==> src/rvPkg.sv <==
`default_nettype none

package rvPkg;

  typedef logic [31:0] wordT;   // Data or address word
  typedef logic [4:0]  regIdxT; // Register file index

  // RV32I major opcodes handled by the decoder
  typedef enum logic [6:0] {
    opR      = 7'b0110011,
    opI      = 7'b0010011,
    opLoad   = 7'b0000011,
    opStore  = 7'b0100011,
    opBranch = 7'b1100011,
    opJal    = 7'b1101111,
    opJalr   = 7'b1100111,
    opLui    = 7'b0110111,
    opAuipc  = 7'b0010111
  } opcodeE;

  typedef enum logic [3:0] {
    aluAdd  = 4'd0, // Zero code doubles as bubble value
    aluSub  = 4'd1,
    aluAnd  = 4'd2,
    aluOr   = 4'd3,
    aluXor  = 4'd4,
    aluSll  = 4'd5,
    aluSrl  = 4'd6,
    aluSra  = 4'd7,
    aluSlt  = 4'd8,
    aluSltu = 4'd9
  } aluCtrlE;

  typedef enum logic [2:0] {
    immI = 3'd0,
    immS = 3'd1,
    immB = 3'd2,
    immU = 3'd3,
    immJ = 3'd4
  } immSrcE;

  typedef enum logic [1:0] {
    resAlu = 2'd0,
    resMem = 2'd1,
    resPc4 = 2'd2 // Link value for jal/jalr
  } resultSrcE;

  localparam wordT nopInstr = 32'h0000_0013; // addi x0, x0, 0
  localparam int   regCount = 32;

endpackage

`default_nettype wire
==> src/ctrlBus.sv <==
`timescale 1ns/10ps
`default_nettype none

interface ctrlIf;
  import rvPkg::*;

  logic      regWrite;
  logic      memWrite;
  logic      aluSrc;     // ALU operand B from immediate
  logic      branch;
  logic      jump;
  logic      pcRes;      // ALU operand A from PC (auipc)
  resultSrcE resultSrc;
  logic [1:0] memSize;   // Byte, half, word
  logic      memSigned;
  aluCtrlE   aluControl;

  modport dec (output regWrite, memWrite, aluSrc, branch, jump, pcRes,
               resultSrc, memSize, memSigned, aluControl);

  modport stage (input regWrite, memWrite, aluSrc, branch, jump, pcRes,
                 resultSrc, memSize, memSigned, aluControl);

endinterface

`default_nettype wire

==> src/decodeStage.sv <==
`timescale 1ns/10ps
`default_nettype none

module decodeStage (
  input  logic          clk,
  input  logic          rstN,
  input  rvPkg::wordT   instrF,
  input  rvPkg::wordT   pcF,
  input  rvPkg::wordT   pcPlus4F,
  input  logic          stallD,
  input  logic          flushD,
  input  logic          regWriteW,
  input  rvPkg::regIdxT rdW,
  input  rvPkg::wordT   resultW,
  ctrlIf.dec            ctrl,
  output rvPkg::wordT   rd1D,
  output rvPkg::wordT   rd2D,
  output rvPkg::wordT   immExtD,
  output rvPkg::wordT   pcD,
  output rvPkg::wordT   pcPlus4D,
  output rvPkg::regIdxT rs1D,
  output rvPkg::regIdxT rs2D,
  output rvPkg::regIdxT rdD
);
  import rvPkg::*;

  wordT   instrD;
  immSrcE immSrcD;
  logic   illegalD;

  // Fetch/decode register where flush beats stall
  always_ff @(posedge clk) begin
    if (!rstN || flushD) begin
      instrD   <= nopInstr;
      pcD      <= '0;
      pcPlus4D <= '0;
    end else if (!stallD) begin
      instrD   <= instrF;
      pcD      <= pcF;
      pcPlus4D <= pcPlus4F;
    end
  end

  assign rs1D = instrD[19:15];
  assign rs2D = instrD[24:20];
  assign rdD  = instrD[11:7];

  instrDecoder uDec (
    .instr   (instrD),
    .ctrl    (ctrl),
    .immSrc  (immSrcD),
    .illegal (illegalD)
  );

  // Reads on rs1/rs2 and writes from writeback
  regFile uRegs (
    .clk  (clk),
    .rstN (rstN),
    .ra1  (rs1D),
    .ra2  (rs2D),
    .wa   (rdW),
    .we   (regWriteW),
    .wd   (resultW),
    .rd1  (rd1D),
    .rd2  (rd2D)
  );

  immExtend uExt (
    .instr  (instrD),
    .immSrc (immSrcD),
    .immExt (immExtD)
  );

  stallHoldsInstr: assert property (@(posedge clk) disable iff (!rstN)
    (stallD && !flushD) |=> $stable(instrD))
    else $error("decodeStage: instrD changed during stall");

  // Fetch should only hand over RV32I opcodes
  noIllegalOpcode: assert property (@(posedge clk) disable iff (!rstN)
    !illegalD)
    else $error("decodeStage: unknown opcode %b in decode", instrD[6:0]);

endmodule

`default_nettype wire

==> src/decodeTop.sv <==
`timescale 1ns/10ps
`default_nettype none

module decodeTop (
  input  logic           clk,
  input  logic           rstN,
  input  rvPkg::wordT    instrF,
  input  rvPkg::wordT    pcF,
  input  rvPkg::wordT    pcPlus4F,
  input  logic           stallD,
  input  logic           flushD,
  input  logic           flushE,
  input  logic           regWriteW,
  input  rvPkg::regIdxT  rdW,
  input  rvPkg::wordT    resultW,
  output rvPkg::wordT    rd1E,
  output rvPkg::wordT    rd2E,
  output rvPkg::wordT    immExtE,
  output rvPkg::wordT    pcE,
  output rvPkg::wordT    pcPlus4E,
  output rvPkg::regIdxT  rs1E,
  output rvPkg::regIdxT  rs2E,
  output rvPkg::regIdxT  rdE,
  output logic           regWriteE,
  output logic           memWriteE,
  output logic           aluSrcE,
  output logic           branchE,
  output logic           jumpE,
  output logic           pcResE,
  output logic [1:0]     resultSrcE,
  output logic [1:0]     memSizeE,
  output logic           memSignedE,
  output rvPkg::aluCtrlE aluControlE
);
  import rvPkg::*;

  wordT   rd1D;
  wordT   rd2D;
  wordT   immExtD;
  wordT   pcD;
  wordT   pcPlus4D;
  regIdxT rs1D;
  regIdxT rs2D;
  regIdxT rdD;

  ctrlIf ctrlD (); // Decoded controls from D to E

  decodeStage uStage (
    .clk       (clk),
    .rstN      (rstN),
    .instrF    (instrF),
    .pcF       (pcF),
    .pcPlus4F  (pcPlus4F),
    .stallD    (stallD),
    .flushD    (flushD),
    .regWriteW (regWriteW),
    .rdW       (rdW),
    .resultW   (resultW),
    .ctrl      (ctrlD.dec),
    .rd1D      (rd1D),
    .rd2D      (rd2D),
    .immExtD   (immExtD),
    .pcD       (pcD),
    .pcPlus4D  (pcPlus4D),
    .rs1D      (rs1D),
    .rs2D      (rs2D),
    .rdD       (rdD)
  );

  idExReg uIdEx (
    .clk         (clk),
    .rstN        (rstN),
    .flushE      (flushE),
    .ctrl        (ctrlD.stage),
    .rd1D        (rd1D),
    .rd2D        (rd2D),
    .immExtD     (immExtD),
    .pcD         (pcD),
    .pcPlus4D    (pcPlus4D),
    .rs1D        (rs1D),
    .rs2D        (rs2D),
    .rdD         (rdD),
    .rd1E        (rd1E),
    .rd2E        (rd2E),
    .immExtE     (immExtE),
    .pcE         (pcE),
    .pcPlus4E    (pcPlus4E),
    .rs1E        (rs1E),
    .rs2E        (rs2E),
    .rdE         (rdE),
    .regWriteE   (regWriteE),
    .memWriteE   (memWriteE),
    .aluSrcE     (aluSrcE),
    .branchE     (branchE),
    .jumpE       (jumpE),
    .pcResE      (pcResE),
    .resultSrcE  (resultSrcE),
    .memSizeE    (memSizeE),
    .memSignedE  (memSignedE),
    .aluControlE (aluControlE)
  );

endmodule

`default_nettype wire

==> src/idExReg.sv <==
`timescale 1ns/10ps
`default_nettype none

module idExReg (
  input  logic           clk,
  input  logic           rstN,
  input  logic           flushE,
  ctrlIf.stage           ctrl,
  input  rvPkg::wordT    rd1D,
  input  rvPkg::wordT    rd2D,
  input  rvPkg::wordT    immExtD,
  input  rvPkg::wordT    pcD,
  input  rvPkg::wordT    pcPlus4D,
  input  rvPkg::regIdxT  rs1D,
  input  rvPkg::regIdxT  rs2D,
  input  rvPkg::regIdxT  rdD,
  output rvPkg::wordT    rd1E,
  output rvPkg::wordT    rd2E,
  output rvPkg::wordT    immExtE,
  output rvPkg::wordT    pcE,
  output rvPkg::wordT    pcPlus4E,
  output rvPkg::regIdxT  rs1E,
  output rvPkg::regIdxT  rs2E,
  output rvPkg::regIdxT  rdE,
  output logic           regWriteE,
  output logic           memWriteE,
  output logic           aluSrcE,
  output logic           branchE,
  output logic           jumpE,
  output logic           pcResE,
  output logic [1:0]     resultSrcE,
  output logic [1:0]     memSizeE,
  output logic           memSignedE,
  output rvPkg::aluCtrlE aluControlE
);
  import rvPkg::*;

  // Control and indices zeroed for a bubble
  always_ff @(posedge clk) begin
    if (!rstN || flushE) begin
      regWriteE   <= 1'b0;
      memWriteE   <= 1'b0;
      aluSrcE     <= 1'b0;
      branchE     <= 1'b0;
      jumpE       <= 1'b0;
      pcResE      <= 1'b0;
      resultSrcE  <= 2'b00;
      memSizeE    <= 2'b00;
      memSignedE  <= 1'b0;
      aluControlE <= aluAdd;
      rs1E        <= '0;
      rs2E        <= '0;
      rdE         <= '0;
    end else begin
      regWriteE   <= ctrl.regWrite;
      memWriteE   <= ctrl.memWrite;
      aluSrcE     <= ctrl.aluSrc;
      branchE     <= ctrl.branch;
      jumpE       <= ctrl.jump;
      pcResE      <= ctrl.pcRes;
      resultSrcE  <= ctrl.resultSrc;
      memSizeE    <= ctrl.memSize;
      memSignedE  <= ctrl.memSigned;
      aluControlE <= ctrl.aluControl;
      rs1E        <= rs1D;
      rs2E        <= rs2D;
      rdE         <= rdD;
    end
  end

  // Operands, immediate and PCs
  always_ff @(posedge clk) begin
    rd1E     <= rd1D;
    rd2E     <= rd2D;
    immExtE  <= immExtD;
    pcE      <= pcD;
    pcPlus4E <= pcPlus4D;
  end

endmodule

`default_nettype wire

==> src/immExtend.sv <==
`timescale 1ns/10ps
`default_nettype none

module immExtend (
  input  rvPkg::wordT   instr,
  input  rvPkg::immSrcE immSrc,
  output rvPkg::wordT   immExt
);
  import rvPkg::*;

  logic sign; // Bit 31 is the sign in every format

  assign sign = instr[31];

  always_comb begin
    case (immSrc)
      immI: begin
        immExt = {{20{sign}}, instr[31:20]};
      end
      immS: begin
        immExt = {{20{sign}}, instr[31:25], instr[11:7]};
      end
      immB: begin
        // Halfword offset with bit 0 implied zero
        immExt = {{20{sign}}, instr[7], instr[30:25], instr[11:8], 1'b0};
      end
      immU: begin
        immExt = {instr[31:12], 12'b0}; // Upper 20 bits already in place
      end
      immJ: begin
        immExt = {{12{sign}}, instr[19:12], instr[20], instr[30:21], 1'b0};
      end
      default: begin
        immExt = '0;
      end
    endcase
  end

endmodule

`default_nettype wire

==> src/instrDecoder.sv <==
`timescale 1ns/10ps
`default_nettype none

module instrDecoder (
  input  rvPkg::wordT   instr,
  ctrlIf.dec            ctrl,
  output rvPkg::immSrcE immSrc,
  output logic          illegal
);
  import rvPkg::*;

  opcodeE     opcode;
  logic [2:0] funct3;
  logic       funct7b5;
  logic [1:0] aluOp;     // 00 add, 01 branch compare, 10 funct decode
  logic       regWrite;
  logic       memWrite;
  logic       aluSrc;
  logic       branch;
  logic       jump;
  logic       pcRes;
  resultSrcE  resultSrc;
  logic [1:0] memSize;
  logic       memSigned;
  aluCtrlE    aluControl;

  assign opcode   = opcodeE'(instr[6:0]);
  assign funct3   = instr[14:12];
  assign funct7b5 = instr[30];

  // Main decoder
  always_comb begin
    regWrite  = 1'b0;
    memWrite  = 1'b0;
    aluSrc    = 1'b0;
    branch    = 1'b0;
    jump      = 1'b0;
    pcRes     = 1'b0;
    resultSrc = resAlu;
    memSize   = 2'b00;
    memSigned = 1'b0;
    immSrc    = immI;
    aluOp     = 2'b00;
    illegal   = 1'b0;
    case (opcode)
      opR: begin
        regWrite = 1'b1;
        aluOp    = 2'b10;
      end
      opI: begin
        regWrite = 1'b1;
        aluSrc   = 1'b1;
        aluOp    = 2'b10;
      end
      opLoad: begin
        regWrite  = 1'b1;
        aluSrc    = 1'b1;
        resultSrc = resMem;
        memSize   = funct3[1:0];
        memSigned = !funct3[2]; // lbu/lhu clear bit
      end
      opStore: begin
        memWrite = 1'b1;
        aluSrc   = 1'b1;
        immSrc   = immS;
        memSize  = funct3[1:0];
      end
      opBranch: begin
        branch = 1'b1;
        immSrc = immB;
        aluOp  = 2'b01;
      end
      opJal: begin
        regWrite  = 1'b1;
        jump      = 1'b1;
        immSrc    = immJ;
        resultSrc = resPc4;
      end
      opJalr: begin
        regWrite  = 1'b1;
        jump      = 1'b1;
        aluSrc    = 1'b1;
        resultSrc = resPc4; // Target is rs1 + imm from ALU
      end
      opLui: begin
        regWrite = 1'b1;
        aluSrc   = 1'b1;
        immSrc   = immU;
      end
      opAuipc: begin
        regWrite = 1'b1;
        aluSrc   = 1'b1;
        pcRes    = 1'b1;
        immSrc   = immU;
      end
      default: illegal = 1'b1; // Controls stay zero
    endcase
    assert (!(memWrite && regWrite))
      else $error("instrDecoder: memWrite and regWrite both set, opcode %b", instr[6:0]);
  end

  // ALU decoder
  always_comb begin
    aluControl = aluAdd;
    case (aluOp)
      2'b01: begin
        case (funct3[2:1])
          2'b10:   aluControl = aluSlt;  // blt, bge
          2'b11:   aluControl = aluSltu; // bltu, bgeu
          default: aluControl = aluSub;  // beq, bne
        endcase
      end
      2'b10: begin
        case (funct3)
          3'b000:  aluControl = (funct7b5 && instr[5]) ? aluSub : aluAdd; // addi never subtracts
          3'b001:  aluControl = aluSll;
          3'b010:  aluControl = aluSlt;
          3'b011:  aluControl = aluSltu;
          3'b100:  aluControl = aluXor;
          3'b101:  aluControl = funct7b5 ? aluSra : aluSrl;
          3'b110:  aluControl = aluOr;
          default: aluControl = aluAnd;
        endcase
      end
      default: aluControl = aluAdd;
    endcase
  end

  assign ctrl.regWrite   = regWrite;
  assign ctrl.memWrite   = memWrite;
  assign ctrl.aluSrc     = aluSrc;
  assign ctrl.branch     = branch;
  assign ctrl.jump       = jump;
  assign ctrl.pcRes      = pcRes;
  assign ctrl.resultSrc  = resultSrc;
  assign ctrl.memSize    = memSize;
  assign ctrl.memSigned  = memSigned;
  assign ctrl.aluControl = aluControl;

endmodule

`default_nettype wire

==> src/regFile.sv <==
`timescale 1ns/10ps
`default_nettype none

module regFile (
  input  logic          clk,
  input  logic          rstN,
  input  rvPkg::regIdxT ra1,
  input  rvPkg::regIdxT ra2,
  input  rvPkg::regIdxT wa,
  input  logic          we,
  input  rvPkg::wordT   wd,
  output rvPkg::wordT   rd1,
  output rvPkg::wordT   rd2
);
  import rvPkg::*;

  wordT regs [regCount];
  logic wrEn; // Write qualified against x0

  assign wrEn = we && (wa != '0);

  always_ff @(posedge clk) begin
    if (!rstN) begin
      for (int i = 0; i < regCount; i++) begin
        regs[i] <= '0;
      end
    end else if (wrEn) begin
      regs[wa] <= wd;
    end
  end

  // Write-through so decode sees writeback in the same cycle
  always_comb begin
    if (ra1 == '0) begin
      rd1 = '0;
    end else if (wrEn && (wa == ra1)) begin
      rd1 = wd;
    end else begin
      rd1 = regs[ra1];
    end
  end

  always_comb begin
    if (ra2 == '0) begin
      rd2 = '0;
    end else if (wrEn && (wa == ra2)) begin
      rd2 = wd;
    end else begin
      rd2 = regs[ra2];
    end
  end

  x0ReadsZero: assert property (@(posedge clk) disable iff (!rstN)
    (ra1 == '0) |-> (rd1 == '0))
    else $error("regFile: x0 read returned %h", rd1);

endmodule

`default_nettype wire

==> config.mk <==
export PLATFORM = sky130hd
export DESIGN_NAME = decodeTop
export DESIGN_NICKNAME = d
export VERILOG_FILES = /design/src/rvPkg.sv /design/src/ctrlBus.sv /design/src/decodeStage.sv /design/src/decodeTop.sv /design/src/idExReg.sv /design/src/immExtend.sv /design/src/instrDecoder.sv /design/src/regFile.sv
export SDC_FILE = /design/constraint.sdc
export NUM_CORES = 2
export LEC_CHECK = 0
export BUFFER_PORTS_ARGS = -buffer_cell sky130_fd_sc_hd__buf_2
export CAP_MARGIN = 20
export CELL_PAD_IN_SITES_DETAIL_PLACEMENT = 1
export CELL_PAD_IN_SITES_GLOBAL_PLACEMENT = 2
export CORE_MARGIN = 2
export CORE_UTILIZATION = 40
export CTS_CLUSTER_DIAMETER = 100
export DETAILED_ROUTE_END_ITERATION = 6
export GPL_TIMING_DRIVEN = 0
export PLACE_DENSITY = 0.71
export SYNTH_ARGS = -nofsm -noshare
export SYNTH_HDL_FRONTEND = slang
export SYNTH_HIERARCHICAL = 1
export SYNTH_SLANG_ARGS = --single-unit
==> constraint.sdc <==
create_clock -name clk -period 10 [get_ports clk]
set_input_delay 1 -clock clk [delete_from_list [all_inputs] [get_ports clk]]
set_output_delay 1 -clock clk [all_outputs]
set_load 0.01 [all_outputs]
==> results.toml <==
[worst_hold_path]
worstHoldStart = "uStage/pcD[1]"
holdCritPathClass = "reg2reg"

[logic_synthesis]
syn_inst = 4628
synth_area_sq_um = 64200
synth-warning-count = 6
syn-mean-instance-area_sq_um = 13.9

[finish]
mostFrequentLayoutCells = "edfxtp_1, and2_1, mux2i_1"
design_area_sq_um = 75500
post-route-util_pct = 47.5
area_growth_pct = 17.7
fin_nets = 5350
layout_commonest_cell = "edfxtp_1"
layout-drive-gt1-share_pct = 23.5
regArea_sq_um = 36500
fillers = 16000
multiInputGateArea_sq_um = 25700

[floorplanning]
rows = 146
fp.dieW_microns = 405
ioPinCount = 329
die_h_microns = 405
die-area_sq_um = 164000
coreArea_sq_um = 159000
start_util_pct = 40.4

[clocking]
clkSlewWorstSetupHoldPaths_ps = 60
insertion_delay_ps = 800
cts-root-buf = "clkbuf_16"
cts.repair.resized = 0
cts_setup_buffers = 0
cts_tree = "yes"
clockBufferDepth = 3
cts_num_sinks = 1310
cts_buffers = 151
cts_hold_buf = 0
htree_num_levels = 4

[sta]
fin_setup_tns_ps = 0
finalSetupViolCount = 0
finalCritPeriodShare_pct = 48.6
report.final.hold_viol_count = 0
max_freq_mhz = 206
tightest_slew_ps = 1330
skew_ps = 24.3
period_needed_ps = 4860
rsz0062_at_grt = "false"
slew-limit-headroom_pct = 11.4
layout_setup_ws_ps = 5140
maxSlewViolCount = 0

[power]
ir_drop_mv = 0.191
leakagePower_nw = 26.8
power_w = 0.0136
power.density_nw_per_um2 = 180

[critical_path]
crit_start = "uStage/instrD[24]"
r2r-start = "uStage/instrD[24]"
cp-start-kind = "flop"
cp_max_fo = 10
cp.required_ps = 10510
cp-end-kind = "flop"
critPathKind = "reg2reg"
worstPathArrival_ps = 5370

[detailed_routing]
firstDrtPassIters = 6
drt-met1-wl_microns = 112000
wl_met2_microns = 127000
num_vias = 46600
routedWlPerCell_microns = 38.9
route.met3.wl_microns = 33700
highest_layer = "met5"
drt.antenna.violating_nets = 0
drc = 0
first_iter_violations = 6745
drt-vias-per-instance = 6.28
wl_microns = 289000

[placed_design]
place_congestion = 1.01
port_buffers = 322
placed_area_sq_um = 70300
pre_cts_ws_ps = 5190
hpwlAfterDp_microns = 213000

[status]
status = "complete, no violations"

[run]
drv_cap = 0

[grt]
grt_pass1_vias = 46000
grt_max_degree = 23
grt_overflow = 0
grt_use_total_pct = 34.8
grt_pass1_wl_microns = 387000
antenna_found_initial = 24
==> where the power goes <==
| part | total [W] | switching, W | leakage, nW | internal, W |
|---|---|---|---|---|
| clock network | 0.00579 | 0.00238 | 2.53 | 0.00341 |
| logic | 0.00146 | 0.000941 | 12.2 | 0.000517 |
| registers | 0.00632 | 0.000157 | 12.1 | 0.00616 |
| total | 0.0136 | 0.00348 | 26.8 | 0.0101 |
==> routing by layer <==
metal,GRT usage (%),vias up
met1,45.8,24300
met4,16.8,12
met5,0,-
li1,-,18500
met2,53.1,3088
met3,9.56,634
==> final timing paths <==
| kind | endpoint | slack (ps) | cells after the start |
|---|---|---|---|
| setup / recovery | uIdEx/rd2E[24] | 5140 | 7 |
| hold reg to reg | uIdEx/pcE[1] | 350 | 0 |
| setup reg to reg | uIdEx/rd2E[24] | 5140 | 7 |
| hold / removal | uIdEx/pcE[1] | 350 | 0 |
==> flip-flops by register name, summed over array words and instances, names as in the netlist, 4 cells and up <==
| name | cells |
|---|---|
| uIdEx/immExtE | 32 |
| uStage/pcPlus4D | 32 |
| uIdEx/rs1E | 5 |
| uIdEx/rd2E | 32 |
| uStage/uRegs/regs | 1024 |
| uIdEx/rdE | 5 |
| uIdEx/rs2E | 5 |
| uStage/pcD | 32 |
| uIdEx/rd1E | 32 |
| uIdEx/pcPlus4E | 32 |
| uStage/instrD | 32 |
| uIdEx/pcE | 32 |
| uIdEx/aluControlE | 4 |
==> metrics by stage <==
stage          hold slack, ps  instances
2_1_floorplan             331       4659
3_3_place_gp              331       7053
3_5_place_dp              337       7126
4_1_cts                   336       7405
5_1_grt                   343       7407
6_report                  346       7414
==> worst max-delay path: stages, from the launching register on <==
cell and delay (ps):
dfxtp_1 750, buf_2 560, buf_2 600, clkbuf_1 1010, clkbuf_1 880, nand2_1 150
a41oi_1 280, a21oi_1 280
==> final cells by class <==
type,count,area share (%)
inverters,13,0.0646
multi-input cells,2854,34.1
clock buffers,200,5.74
clock inverters,79,1.06
flip-flops and latches,1310,48.3
repair buffers,397,4.13
plain buffers,482,3.17
diodes,7,0.0232
well taps,2072,3.43
Power figures use the tool's default switching activity.
